==> config.mk <==
export PLATFORM = sky130hd
export DESIGN_NAME = radio_core
export DESIGN_NICKNAME = d
export VERILOG_FILES = /design/src/source/frontend_pkg.sv /design/src/source/settings_pkg.sv /design/src/source/radio_core.sv /design/src/source/readback_responder.sv /design/src/source/frontend_io.sv /design/src/source/timekeeper.sv /design/src/source/cmd_decoder.sv
export VERILOG_INCLUDE_DIRS = /design/src /design/src/source
export SDC_FILE = /design/constraint.sdc
export NUM_CORES = 1
export LEC_CHECK = 0
export BUFFER_PORTS_ARGS = -buffer_cell sky130_fd_sc_hd__buf_4
export CORE_MARGIN = 2
export CORE_UTILIZATION = 50
export DETAILED_ROUTE_END_ITERATION = 16
export PLACE_DENSITY = 0.87
export SYNTH_ARGS = -nofsm -noshare
export SYNTH_HDL_FRONTEND = slang
export SYNTH_SLANG_ARGS = --single-unit
==> constraint.sdc <==
create_clock -name bus_clk -period 2.1 [get_ports bus_clk]
set_input_delay 0.525 -clock bus_clk [delete_from_list [all_inputs] [get_ports bus_clk]]
set_output_delay 0.525 -clock bus_clk [all_outputs]
set_load 0.03 [all_outputs]
==> src/source/radio_macros.svh <==
// Radio control core register map
// Setting-bus addresses and the shared datapath widths

`ifndef RADIO_MACROS_SVH
`define RADIO_MACROS_SVH

//////////////////////////////////////////////////
// Setting-bus addresses
//////////////////////////////////////////////////
`define SR_LOOPBACK   8'd6    // TX to RX digital loopback
`define SR_TEST       8'd21   // Scratch word for readback
`define SR_CODEC_IDLE 8'd22
`define SR_READBACK   8'd32   // Readback slot select
`define SR_TX_CTRL    8'd64   // Bit 0 is run
`define SR_TIME_HI    8'd128
`define SR_TIME_LO    8'd129
`define SR_TIME_CTRL  8'd130  // Bit 0 arms load on PPS

//////////////////////////////////////////////////
// Widths
//////////////////////////////////////////////////
`define SR_ADDR_W     8
`define SR_DATA_W     32
`define TIME_W        64
`define SAMPLE_W      24      // DSP side I or Q
`define FE_W          16      // Converter side I or Q
`define RESP_W        64

`endif
==> src/source/frontend_pkg.sv <==
// Front-end and time types
// Sample formats, time bundle and readback slot encoding

`include "radio_macros.svh"

package frontend_pkg;

   // Full precision DSP sample
   typedef struct packed {
      logic [`SAMPLE_W-1:0] i;
      logic [`SAMPLE_W-1:0] q;
   } iq24_t;

   // Converter word, I in the high half
   typedef struct packed {
      logic [`FE_W-1:0] i;
      logic [`FE_W-1:0] q;
   } iq16_t;

   typedef struct packed {
      logic [`TIME_W-1:0] now;
      logic [`TIME_W-1:0] lastpps;  // Time seen at last PPS edge
   } time_info_t;

   // Readback slots, others read as zero
   typedef enum logic [2:0] {
      RB_TEST     = 3'd0,
      RB_TIME     = 3'd1,
      RB_LASTPPS  = 3'd2,
      RB_FRONTEND = 3'd3
   } rb_sel_e;

endpackage

==> src/source/settings_pkg.sv <==
// Setting-bus and command types
// Command word layout and the decoded write strobe bundle

`include "radio_macros.svh"

package settings_pkg;

   // Command opcode in bit 63
   typedef enum logic {
      OP_WRITE = 1'b0,
      OP_READ  = 1'b1
   } cmd_op_e;

   // 64-bit command from the control stream
   typedef struct packed {
      cmd_op_e                op;
      logic [22:0]            rsvd;   // Ignored
      logic [`SR_ADDR_W-1:0]  addr;
      logic [`SR_DATA_W-1:0]  data;
   } cmd_word_t;

   // One setting-bus write
   typedef struct packed {
      logic                   stb;
      logic [`SR_ADDR_W-1:0]  addr;
      logic [`SR_DATA_W-1:0]  data;
   } set_bus_t;

endpackage

==> src/source/radio_core.sv <==
// Radio control core top level
// Command decode feeding the timekeeper, front end and readback

`timescale 1ns/1ns

`include "radio_macros.svh"

module radio_core (
   input  logic                    bus_clk,
   input  logic                    i_arst_n,
   // Command stream
   input  settings_pkg::cmd_word_t i_ctrl,
   input  logic                    i_ctrl_valid,
   output logic                    o_ctrl_ready,
   // Response stream
   output logic [`RESP_W-1:0]      o_resp,
   output logic                    o_resp_valid,
   input  logic                    i_resp_ready,
   // Timing and converter side
   input  logic                    i_pps,
   input  frontend_pkg::iq24_t     i_tx_sample,
   input  frontend_pkg::iq16_t     i_rx,
   output frontend_pkg::iq16_t     o_tx,
   output frontend_pkg::iq24_t     o_rx_sample
);

   settings_pkg::set_bus_t   set_bus;
   logic                     rd_req;
   logic                     resp_busy;
   frontend_pkg::time_info_t time_info;

   cmd_decoder u_cmd_decoder (
      .bus_clk      (bus_clk),
      .i_arst_n     (i_arst_n),
      .i_ctrl       (i_ctrl),
      .i_ctrl_valid (i_ctrl_valid),
      .o_ctrl_ready (o_ctrl_ready),
      .i_resp_busy  (resp_busy),
      .o_set        (set_bus),
      .o_rd_req     (rd_req)
   );

   timekeeper u_timekeeper (
      .bus_clk  (bus_clk),
      .i_arst_n (i_arst_n),
      .i_set    (set_bus),
      .i_pps    (i_pps),
      .o_time   (time_info)
   );

   frontend_io u_frontend_io (
      .bus_clk     (bus_clk),
      .i_arst_n    (i_arst_n),
      .i_set       (set_bus),
      .i_tx_sample (i_tx_sample),
      .i_rx        (i_rx),
      .o_tx        (o_tx),
      .o_rx_sample (o_rx_sample)
   );

   // Frontend slot reports the converter words as seen on the pins
   readback_responder u_readback_responder (
      .bus_clk      (bus_clk),
      .i_arst_n     (i_arst_n),
      .i_set        (set_bus),
      .i_rd_req     (rd_req),
      .i_time       (time_info),
      .i_tx         (o_tx),
      .i_rx         (i_rx),
      .o_resp       (o_resp),
      .o_resp_valid (o_resp_valid),
      .i_resp_ready (i_resp_ready),
      .o_busy       (resp_busy)
   );

endmodule

==> src/source/readback_responder.sv <==
// Readback responder
// Test and slot-select registers, readback mux and a response
// register that holds each answer until the host takes it

`timescale 1ns/1ns

`include "radio_macros.svh"

module readback_responder (
   input  logic                      bus_clk,
   input  logic                      i_arst_n,
   input  settings_pkg::set_bus_t    i_set,
   input  logic                      i_rd_req,
   input  frontend_pkg::time_info_t  i_time,
   input  frontend_pkg::iq16_t       i_tx,
   input  frontend_pkg::iq16_t       i_rx,
   output logic [`RESP_W-1:0]        o_resp,
   output logic                      o_resp_valid,
   input  logic                      i_resp_ready,
   output logic                      o_busy
);

   logic [`SR_DATA_W-1:0] test_q;
   frontend_pkg::rb_sel_e rb_sel_q;
   logic                  rd_pend_q;  // Request seen, capture next edge
   logic [`RESP_W-1:0]    rb_data;

   //////////////////////////////////////////////////
   // Setting registers
   //////////////////////////////////////////////////
   always_ff @(posedge bus_clk or negedge i_arst_n) begin
      if (!i_arst_n) begin
         test_q   <= '0;
         rb_sel_q <= frontend_pkg::RB_TEST;
      end else if (i_set.stb) begin
         if (i_set.addr == `SR_TEST) begin
            test_q <= i_set.data;
         end
         if (i_set.addr == `SR_READBACK) begin
            rb_sel_q <= frontend_pkg::rb_sel_e'(i_set.data[2:0]);
         end
      end
   end

   //////////////////////////////////////////////////
   // Readback mux
   //////////////////////////////////////////////////
   always_comb begin
      case (rb_sel_q)
         frontend_pkg::RB_TEST:     rb_data = {{(`RESP_W-`SR_DATA_W){1'b0}}, test_q};
         frontend_pkg::RB_TIME:     rb_data = i_time.now;
         frontend_pkg::RB_LASTPPS:  rb_data = i_time.lastpps;
         frontend_pkg::RB_FRONTEND: rb_data = {i_tx, i_rx};
         default:                   rb_data = '0;  // Unused slots
      endcase
   end

   //////////////////////////////////////////////////
   // Response register
   //////////////////////////////////////////////////
   always_ff @(posedge bus_clk or negedge i_arst_n) begin
      if (!i_arst_n) begin
         rd_pend_q    <= 1'b0;
         o_resp       <= '0;
         o_resp_valid <= 1'b0;
      end else begin
         rd_pend_q <= i_rd_req;
         if (rd_pend_q) begin
            // Decoder holds off new commands, so no overlap with a held word
            o_resp       <= rb_data;
            o_resp_valid <= 1'b1;
         end else if (o_resp_valid && i_resp_ready) begin
            o_resp_valid <= 1'b0;
         end
      end
   end

   // Keeps the decoder stalled from request until handoff
   assign o_busy = rd_pend_q | o_resp_valid;

endmodule

==> src/source/frontend_io.sv <==
// Front-end I/O
// Loopback, codec idle and run registers, registered TX word
// and RX sample path with optional digital loopback

`timescale 1ns/1ns

`include "radio_macros.svh"

module frontend_io (
   input  logic                    bus_clk,
   input  logic                    i_arst_n,
   input  settings_pkg::set_bus_t  i_set,
   input  frontend_pkg::iq24_t     i_tx_sample,
   input  frontend_pkg::iq16_t     i_rx,
   output frontend_pkg::iq16_t     o_tx,
   output frontend_pkg::iq24_t     o_rx_sample
);

   localparam int PAD_W = `SAMPLE_W - `FE_W;

   logic                  loopback_q;
   logic                  run_q;
   logic [`SR_DATA_W-1:0] idle_q;    // Driven to converter when not running
   frontend_pkg::iq16_t   tx_next;
   frontend_pkg::iq16_t   rx_src;

   //////////////////////////////////////////////////
   // Control registers
   //////////////////////////////////////////////////
   always_ff @(posedge bus_clk or negedge i_arst_n) begin
      if (!i_arst_n) begin
         loopback_q <= 1'b0;
         run_q      <= 1'b0;
         idle_q     <= '0;
      end else if (i_set.stb) begin
         if (i_set.addr == `SR_LOOPBACK)   loopback_q <= i_set.data[0];
         if (i_set.addr == `SR_TX_CTRL)    run_q      <= i_set.data[0];
         if (i_set.addr == `SR_CODEC_IDLE) idle_q     <= i_set.data;
      end
   end

   //////////////////////////////////////////////////
   // Sample paths
   //////////////////////////////////////////////////
   always_comb begin
      if (run_q) begin
         tx_next.i = i_tx_sample.i[`SAMPLE_W-1 -: `FE_W];  // Keep top bits
         tx_next.q = i_tx_sample.q[`SAMPLE_W-1 -: `FE_W];
      end else begin
         tx_next = frontend_pkg::iq16_t'(idle_q);
      end
   end

   assign rx_src = loopback_q ? o_tx : i_rx;

   always_ff @(posedge bus_clk or negedge i_arst_n) begin
      if (!i_arst_n) begin
         o_tx        <= '0;
         o_rx_sample <= '0;
      end else begin
         o_tx          <= tx_next;
         o_rx_sample.i <= {rx_src.i, {PAD_W{1'b0}}};
         o_rx_sample.q <= {rx_src.q, {PAD_W{1'b0}}};
      end
   end

endmodule

==> src/source/timekeeper.sv <==
// Timekeeper
// Free-running 64-bit time counter, loaded at once or on the
// next PPS rising edge, and a latch of the time at each PPS

`timescale 1ns/1ns

`include "radio_macros.svh"

module timekeeper (
   input  logic                      bus_clk,
   input  logic                      i_arst_n,
   input  settings_pkg::set_bus_t    i_set,
   input  logic                      i_pps,
   output frontend_pkg::time_info_t  o_time
);

   logic [`SR_DATA_W-1:0] time_hi_q;
   logic [`SR_DATA_W-1:0] time_lo_q;
   logic [`TIME_W-1:0]    time_q;
   logic [`TIME_W-1:0]    lastpps_q;
   logic                  arm_q;      // Load pending on next PPS
   logic                  pps_d;
   logic                  pps_rise;
   logic                  ctrl_wr;

   assign pps_rise = i_pps & ~pps_d;
   assign ctrl_wr  = i_set.stb & (i_set.addr == `SR_TIME_CTRL);

   //////////////////////////////////////////////////
   // Load value registers
   //////////////////////////////////////////////////
   always_ff @(posedge bus_clk or negedge i_arst_n) begin
      if (!i_arst_n) begin
         time_hi_q <= '0;
         time_lo_q <= '0;
      end else if (i_set.stb) begin
         if (i_set.addr == `SR_TIME_HI) time_hi_q <= i_set.data;
         if (i_set.addr == `SR_TIME_LO) time_lo_q <= i_set.data;
      end
   end

   //////////////////////////////////////////////////
   // Counter, arm flag and PPS latch
   //////////////////////////////////////////////////
   always_ff @(posedge bus_clk or negedge i_arst_n) begin
      if (!i_arst_n) begin
         time_q    <= '0;
         lastpps_q <= '0;
         arm_q     <= 1'b0;
         pps_d     <= 1'b0;
      end else begin
         pps_d <= i_pps;

         if (pps_rise) begin
            lastpps_q <= time_q;
         end

         if (ctrl_wr && !i_set.data[0]) begin
            time_q <= {time_hi_q, time_lo_q};  // Immediate load
            arm_q  <= 1'b0;
         end else if (ctrl_wr) begin
            time_q <= time_q + 1'b1;
            arm_q  <= 1'b1;                    // Wait for PPS
         end else if (arm_q && pps_rise) begin
            time_q <= {time_hi_q, time_lo_q};
            arm_q  <= 1'b0;
         end else begin
            time_q <= time_q + 1'b1;
         end
      end
   end

   assign o_time = '{now: time_q, lastpps: lastpps_q};

endmodule

==> src/source/cmd_decoder.sv <==
// Command decoder
// Takes 64-bit command words and turns them into setting-bus
// writes or readback requests, stalling while a read is open

`timescale 1ns/1ns

module cmd_decoder (
   input  logic                   bus_clk,
   input  logic                   i_arst_n,
   input  settings_pkg::cmd_word_t i_ctrl,
   input  logic                   i_ctrl_valid,
   output logic                   o_ctrl_ready,
   input  logic                   i_resp_busy,
   output settings_pkg::set_bus_t o_set,
   output logic                   o_rd_req
);

   settings_pkg::cmd_word_t cmd_q;
   logic                    cmd_vld_q;   // Word taken last edge
   logic                    accept;
   logic                    rd_pending;

   //////////////////////////////////////////////////
   // Handshake
   //////////////////////////////////////////////////
   assign accept = i_ctrl_valid & o_ctrl_ready;

   // Read in flight until responder takes over as busy
   assign rd_pending = cmd_vld_q & (cmd_q.op == settings_pkg::OP_READ);

   assign o_ctrl_ready = ~rd_pending & ~i_resp_busy;

   //////////////////////////////////////////////////
   // Command register
   //////////////////////////////////////////////////
   always_ff @(posedge bus_clk or negedge i_arst_n) begin
      if (!i_arst_n) begin
         cmd_q     <= '0;
         cmd_vld_q <= 1'b0;
      end else begin
         cmd_vld_q <= accept;
         if (accept) begin
            cmd_q <= i_ctrl;
         end
      end
   end

   //////////////////////////////////////////////////
   // Decode
   //////////////////////////////////////////////////
   // Write strobe lives for the single cycle after acceptance
   assign o_set.stb  = cmd_vld_q & (cmd_q.op == settings_pkg::OP_WRITE);
   assign o_set.addr = cmd_q.addr;
   assign o_set.data = cmd_q.data;

   assign o_rd_req = rd_pending;  // One-cycle pulse

endmodule

==> metrics.csv <==
metric;value;unit
FP Rows;70;
final wirelength;53750;um
synthesized instance count;1497;
FF-to-FF path depth;5;
final setup fails;4;
final hold violations;0;
Top cell by count, worst path;or4_4;
Via-to-Cell Ratio;6.010;
CP cell instances;nand4_1 > or4_4 > or4_4 > or3_1 > a31oi_1;
P_leak;11.17;nW
largest net degree at the start of global routing;81;
worst vdd rail ir drop;1309;uV
status;finished, violations left;
crit path DAT;2.74;ns
met2 usage;0.4626;
die height;197.6;um
number of fill cells in the layout;2624;
GRT Total Usage;0.2761;
Placed Area;21880;um2
Buf/Inv on CP;0;
I/O Pins;295;
Ant. Diodes;0;
most frequent cells in the layout;dfrtp_1 (433), buf_4 (356), mux2_2 (336), a22oi_1 (96), nand2_1 (70);
commonest non-fill, non-tap cell in the layout;dfrtp_1;
Pre-antenna DRT Iters;7;
Syn Area/Cell;12.52;um2
# port buffers;239;
Worst-Margin Slew;0.8274;ns
synthesis-to-layout area growth;26.08;%
critical path depth in cells;5;
CP required;2.60;ns
max_cap viols;0;
Crit. End Element;register;
FFs w/ async S/R, synth;1.000;
CTS buffer count;45;
starting density of the core;0.5095;
Final WS setup;-0.1436;ns
Final nets;1974;
WL per Instance;23.11;um
Reg clk slew, reported paths;0.06;ns
HPWL after DPL;36430;um
met1 track utilization from global routing;0.3549;
Power Dens Cells;1118;nW/um2
CTS tree;built;
Post-synth EDFFs;0;
GRT overflow;0;
yosys warns;0;
unrepaired setup endpoints after global routing;yes;
initial antenna violation count;0;
deepest clock path buffer count;3;
width of the die;197.6;um
share of layout cells above drive strength 1;0.4440;
final-report max-slew violation count;0;
DRC errors left;0;
highest clock rate;445.7;MHz
area of the mapped netlist;18740;um2
final antenna-violating net count;0;
first-pass GRT wire length;82410;um
Most Used Layer, Global Route;met2;
core box area;36790;um2
vias in the first global route;14470;
Placement Setup Slack;-0.1882;ns
Most used DFF post-synth;dfrtp_1;
crit path max fanout;6;
Largest stage delay, worst path;0.61;ns
post-route insts no fill;2326;
Top delay family on crit path;simple AND/OR/NAND/NOR gates;
Worst path slowest cell;or4_4;
Die Area;39050;um2
# clock sinks;435;
Final Skew;0.02516;ns
minimum clock period after layout;2.244;ns
relative slew slack;0.4484;
DP Cell Count;2236;
violated checks;setup timing;
CTS HTree Levels;2;
distinct cell type count of the synthesized netlist;44;
hold crit path type;input port to register;
clock latency on the worst-skew pair;0.58;ns
critical path class;register to register;
DR vias;13980;
fin area;23630;um2
Tcrit/Tclk final;1.068;
register area share after synthesis;0.5809;
clk root buf;clkbuf_16;
M3 GR Usage;0.05737;
FF+latch count, synth;435;
DR iter-0 viols;1123;
startpoint types;register;
gp weighted congestion;0.9124;
final setup TNS;-0.4813;ns
WHS Path Cells;1;
## worst paths after layout
| kind | endpoint | from | slack [ns] |
|---|---|---|---|
| hold / removal | u_timekeeper.pps_d$_DFF_PN0_ | i_pps | 0.08 |
| max in group asynchronous | u_readback_responder.test_q[13]$_DFFE_PN0P_ | i_arst_n | 0.88 |
| min in group asynchronous | u_timekeeper.time_hi_q[24]$_DFFE_PN0P_ | i_arst_n | 0.45 |
| setup / recovery | u_timekeeper.time_q[52]$_DFF_PN0_ | u_timekeeper.time_q[14]$_DFF_PN0_ | -0.14 |
| setup reg to reg | u_timekeeper.time_q[52]$_DFF_PN0_ | u_timekeeper.time_q[14]$_DFF_PN0_ | -0.14 |
| hold reg to reg | u_timekeeper.time_q[1]$_DFF_PN0_ | u_timekeeper.time_lo_q[1]$_DFFE_PN0P_ | 0.48 |
## report_power, final
group | switching [W] | total, W | internal [W]
Clock | 0.00332 | 0.00800 | 0.00468
Sequential | 0.00178 | 0.0119 | 0.0101
Combinational | 0.00364 | 0.00655 | 0.00291
Total | 0.00874 | 0.0264 | 0.0177
## per-stage QoR
step | hold slack (ns) | utilization | total power (W)
final | 0.08172 | 0.6423 | 0.02642
after CTS | 0.06356 | 0.6364 | 0.02643
after floorplan | 0.2294 | - | 0.01523
after global routing | 0.06781 | 0.6423 | 0.02754
after global placement | 0.4532 | 0.5947 | 0.01801
after detailed placement | 0.4587 | 0.5947 | 0.01835
## layer usage
metal	vias to the layer above	routed length [um]
met5	-	0
met4	0	1910
met3	125	3802
met2	622	26460
met1	7174	21570
li1	6059	-
## synthesized netlist by cell type, types with 8 or more instances
cell,n,area [um2]
xnor2_1,15,131.4
or4_1,10,75.07
and3_1,10,62.56
nand4_1,24,150.1
nor3_1,11,55.05
o31ai_1,8,60.06
buf_4,16,120.1
clkbuf_1,78,292.8
inv_1,42,157.7
a31oi_1,57,356.6
nand3_1,27,135.1
o22ai_1,32,200.2
a22oi_1,96,720.7
or3_1,18,112.6
xor2_1,22,192.7
nand2_1,71,266.5
buf_1,16,60.06
mux2_2,336,3784
dfrtp_1,435,10890
nor2_1,70,262.8
o21ai_0,55,275.3
## flip-flops by register name, indices dropped and copies added (netlist names)
name and cells:
u_readback_responder.test_q 32, u_timekeeper.time_lo_q 32, u_frontend_io.run_q 1, u_cmd_decoder.cmd_vld_q 1, u_frontend_io.o_tx 32, u_readback_responder.o_resp_valid 1, u_readback_responder.rd_pend_q 1, u_readback_responder.o_resp 64
u_readback_responder.rb_sel_q 3, u_frontend_io.o_rx_sample 32, u_timekeeper.pps_d 1, u_frontend_io.loopback_q 1, u_timekeeper.lastpps_q 64, u_cmd_decoder.cmd_q 1, u_frontend_io.idle_q 32, u_timekeeper.time_hi_q 32
u_cmd_decoder.o_set 40, u_timekeeper.time_q 64, u_timekeeper.arm_q 1
## cell families (layout without fill, tap and decap cells)
| logic type | Yosys count | count (layout) | share of synthesized area |
|---|---|---|---|
| multiplexers | 337 | 337 | 0.2024 |
| adder cells (fa/ha/maj) | 1 | 1 | 0.0006675 |
| flip-flops | 435 | 435 | 0.5809 |
| AO/OA/AOI/OAI | 249 | 249 | 0.08646 |
| XOR/XNOR | 37 | 37 | 0.01729 |
| buffers and inverters | 156 | 502 | 0.03472 |
| AND/OR/NAND/NOR | 281 | 281 | 0.07738 |
| other | 1 | 16 | 0.0002001 |
## area by class of cell
type / count / area, um2 / share of cell area
Multi-Input combinational cell: 921 / 7455 / 0.3155
Inverter: 42 / 157.7 / 0.006672
Tap cell: 468 / 585.6 / 0.02478
Timing Repair Buffer: 379 / 3053 / 0.1292
Sequential cell: 435 / 10890 / 0.4609
Clock buffer: 70 / 1393 / 0.05894
Clock inverter: 11 / 93.84 / 0.003972
## repair_timing
| action | CTS | global route |
|---|---|---|
| endpoints found under the setup margin | 14 | 94 |
| buffers inserted | 1 | 6 |
| hold endpoints to repair | 33 | 0 |
| hold buffers | 1 | 0 |
| gates cloned | 0 | 1 |
| pin swaps | 2 | 21 |
| resized for setup | 8 | 30 |
Power figures use the tool's default switching activity.
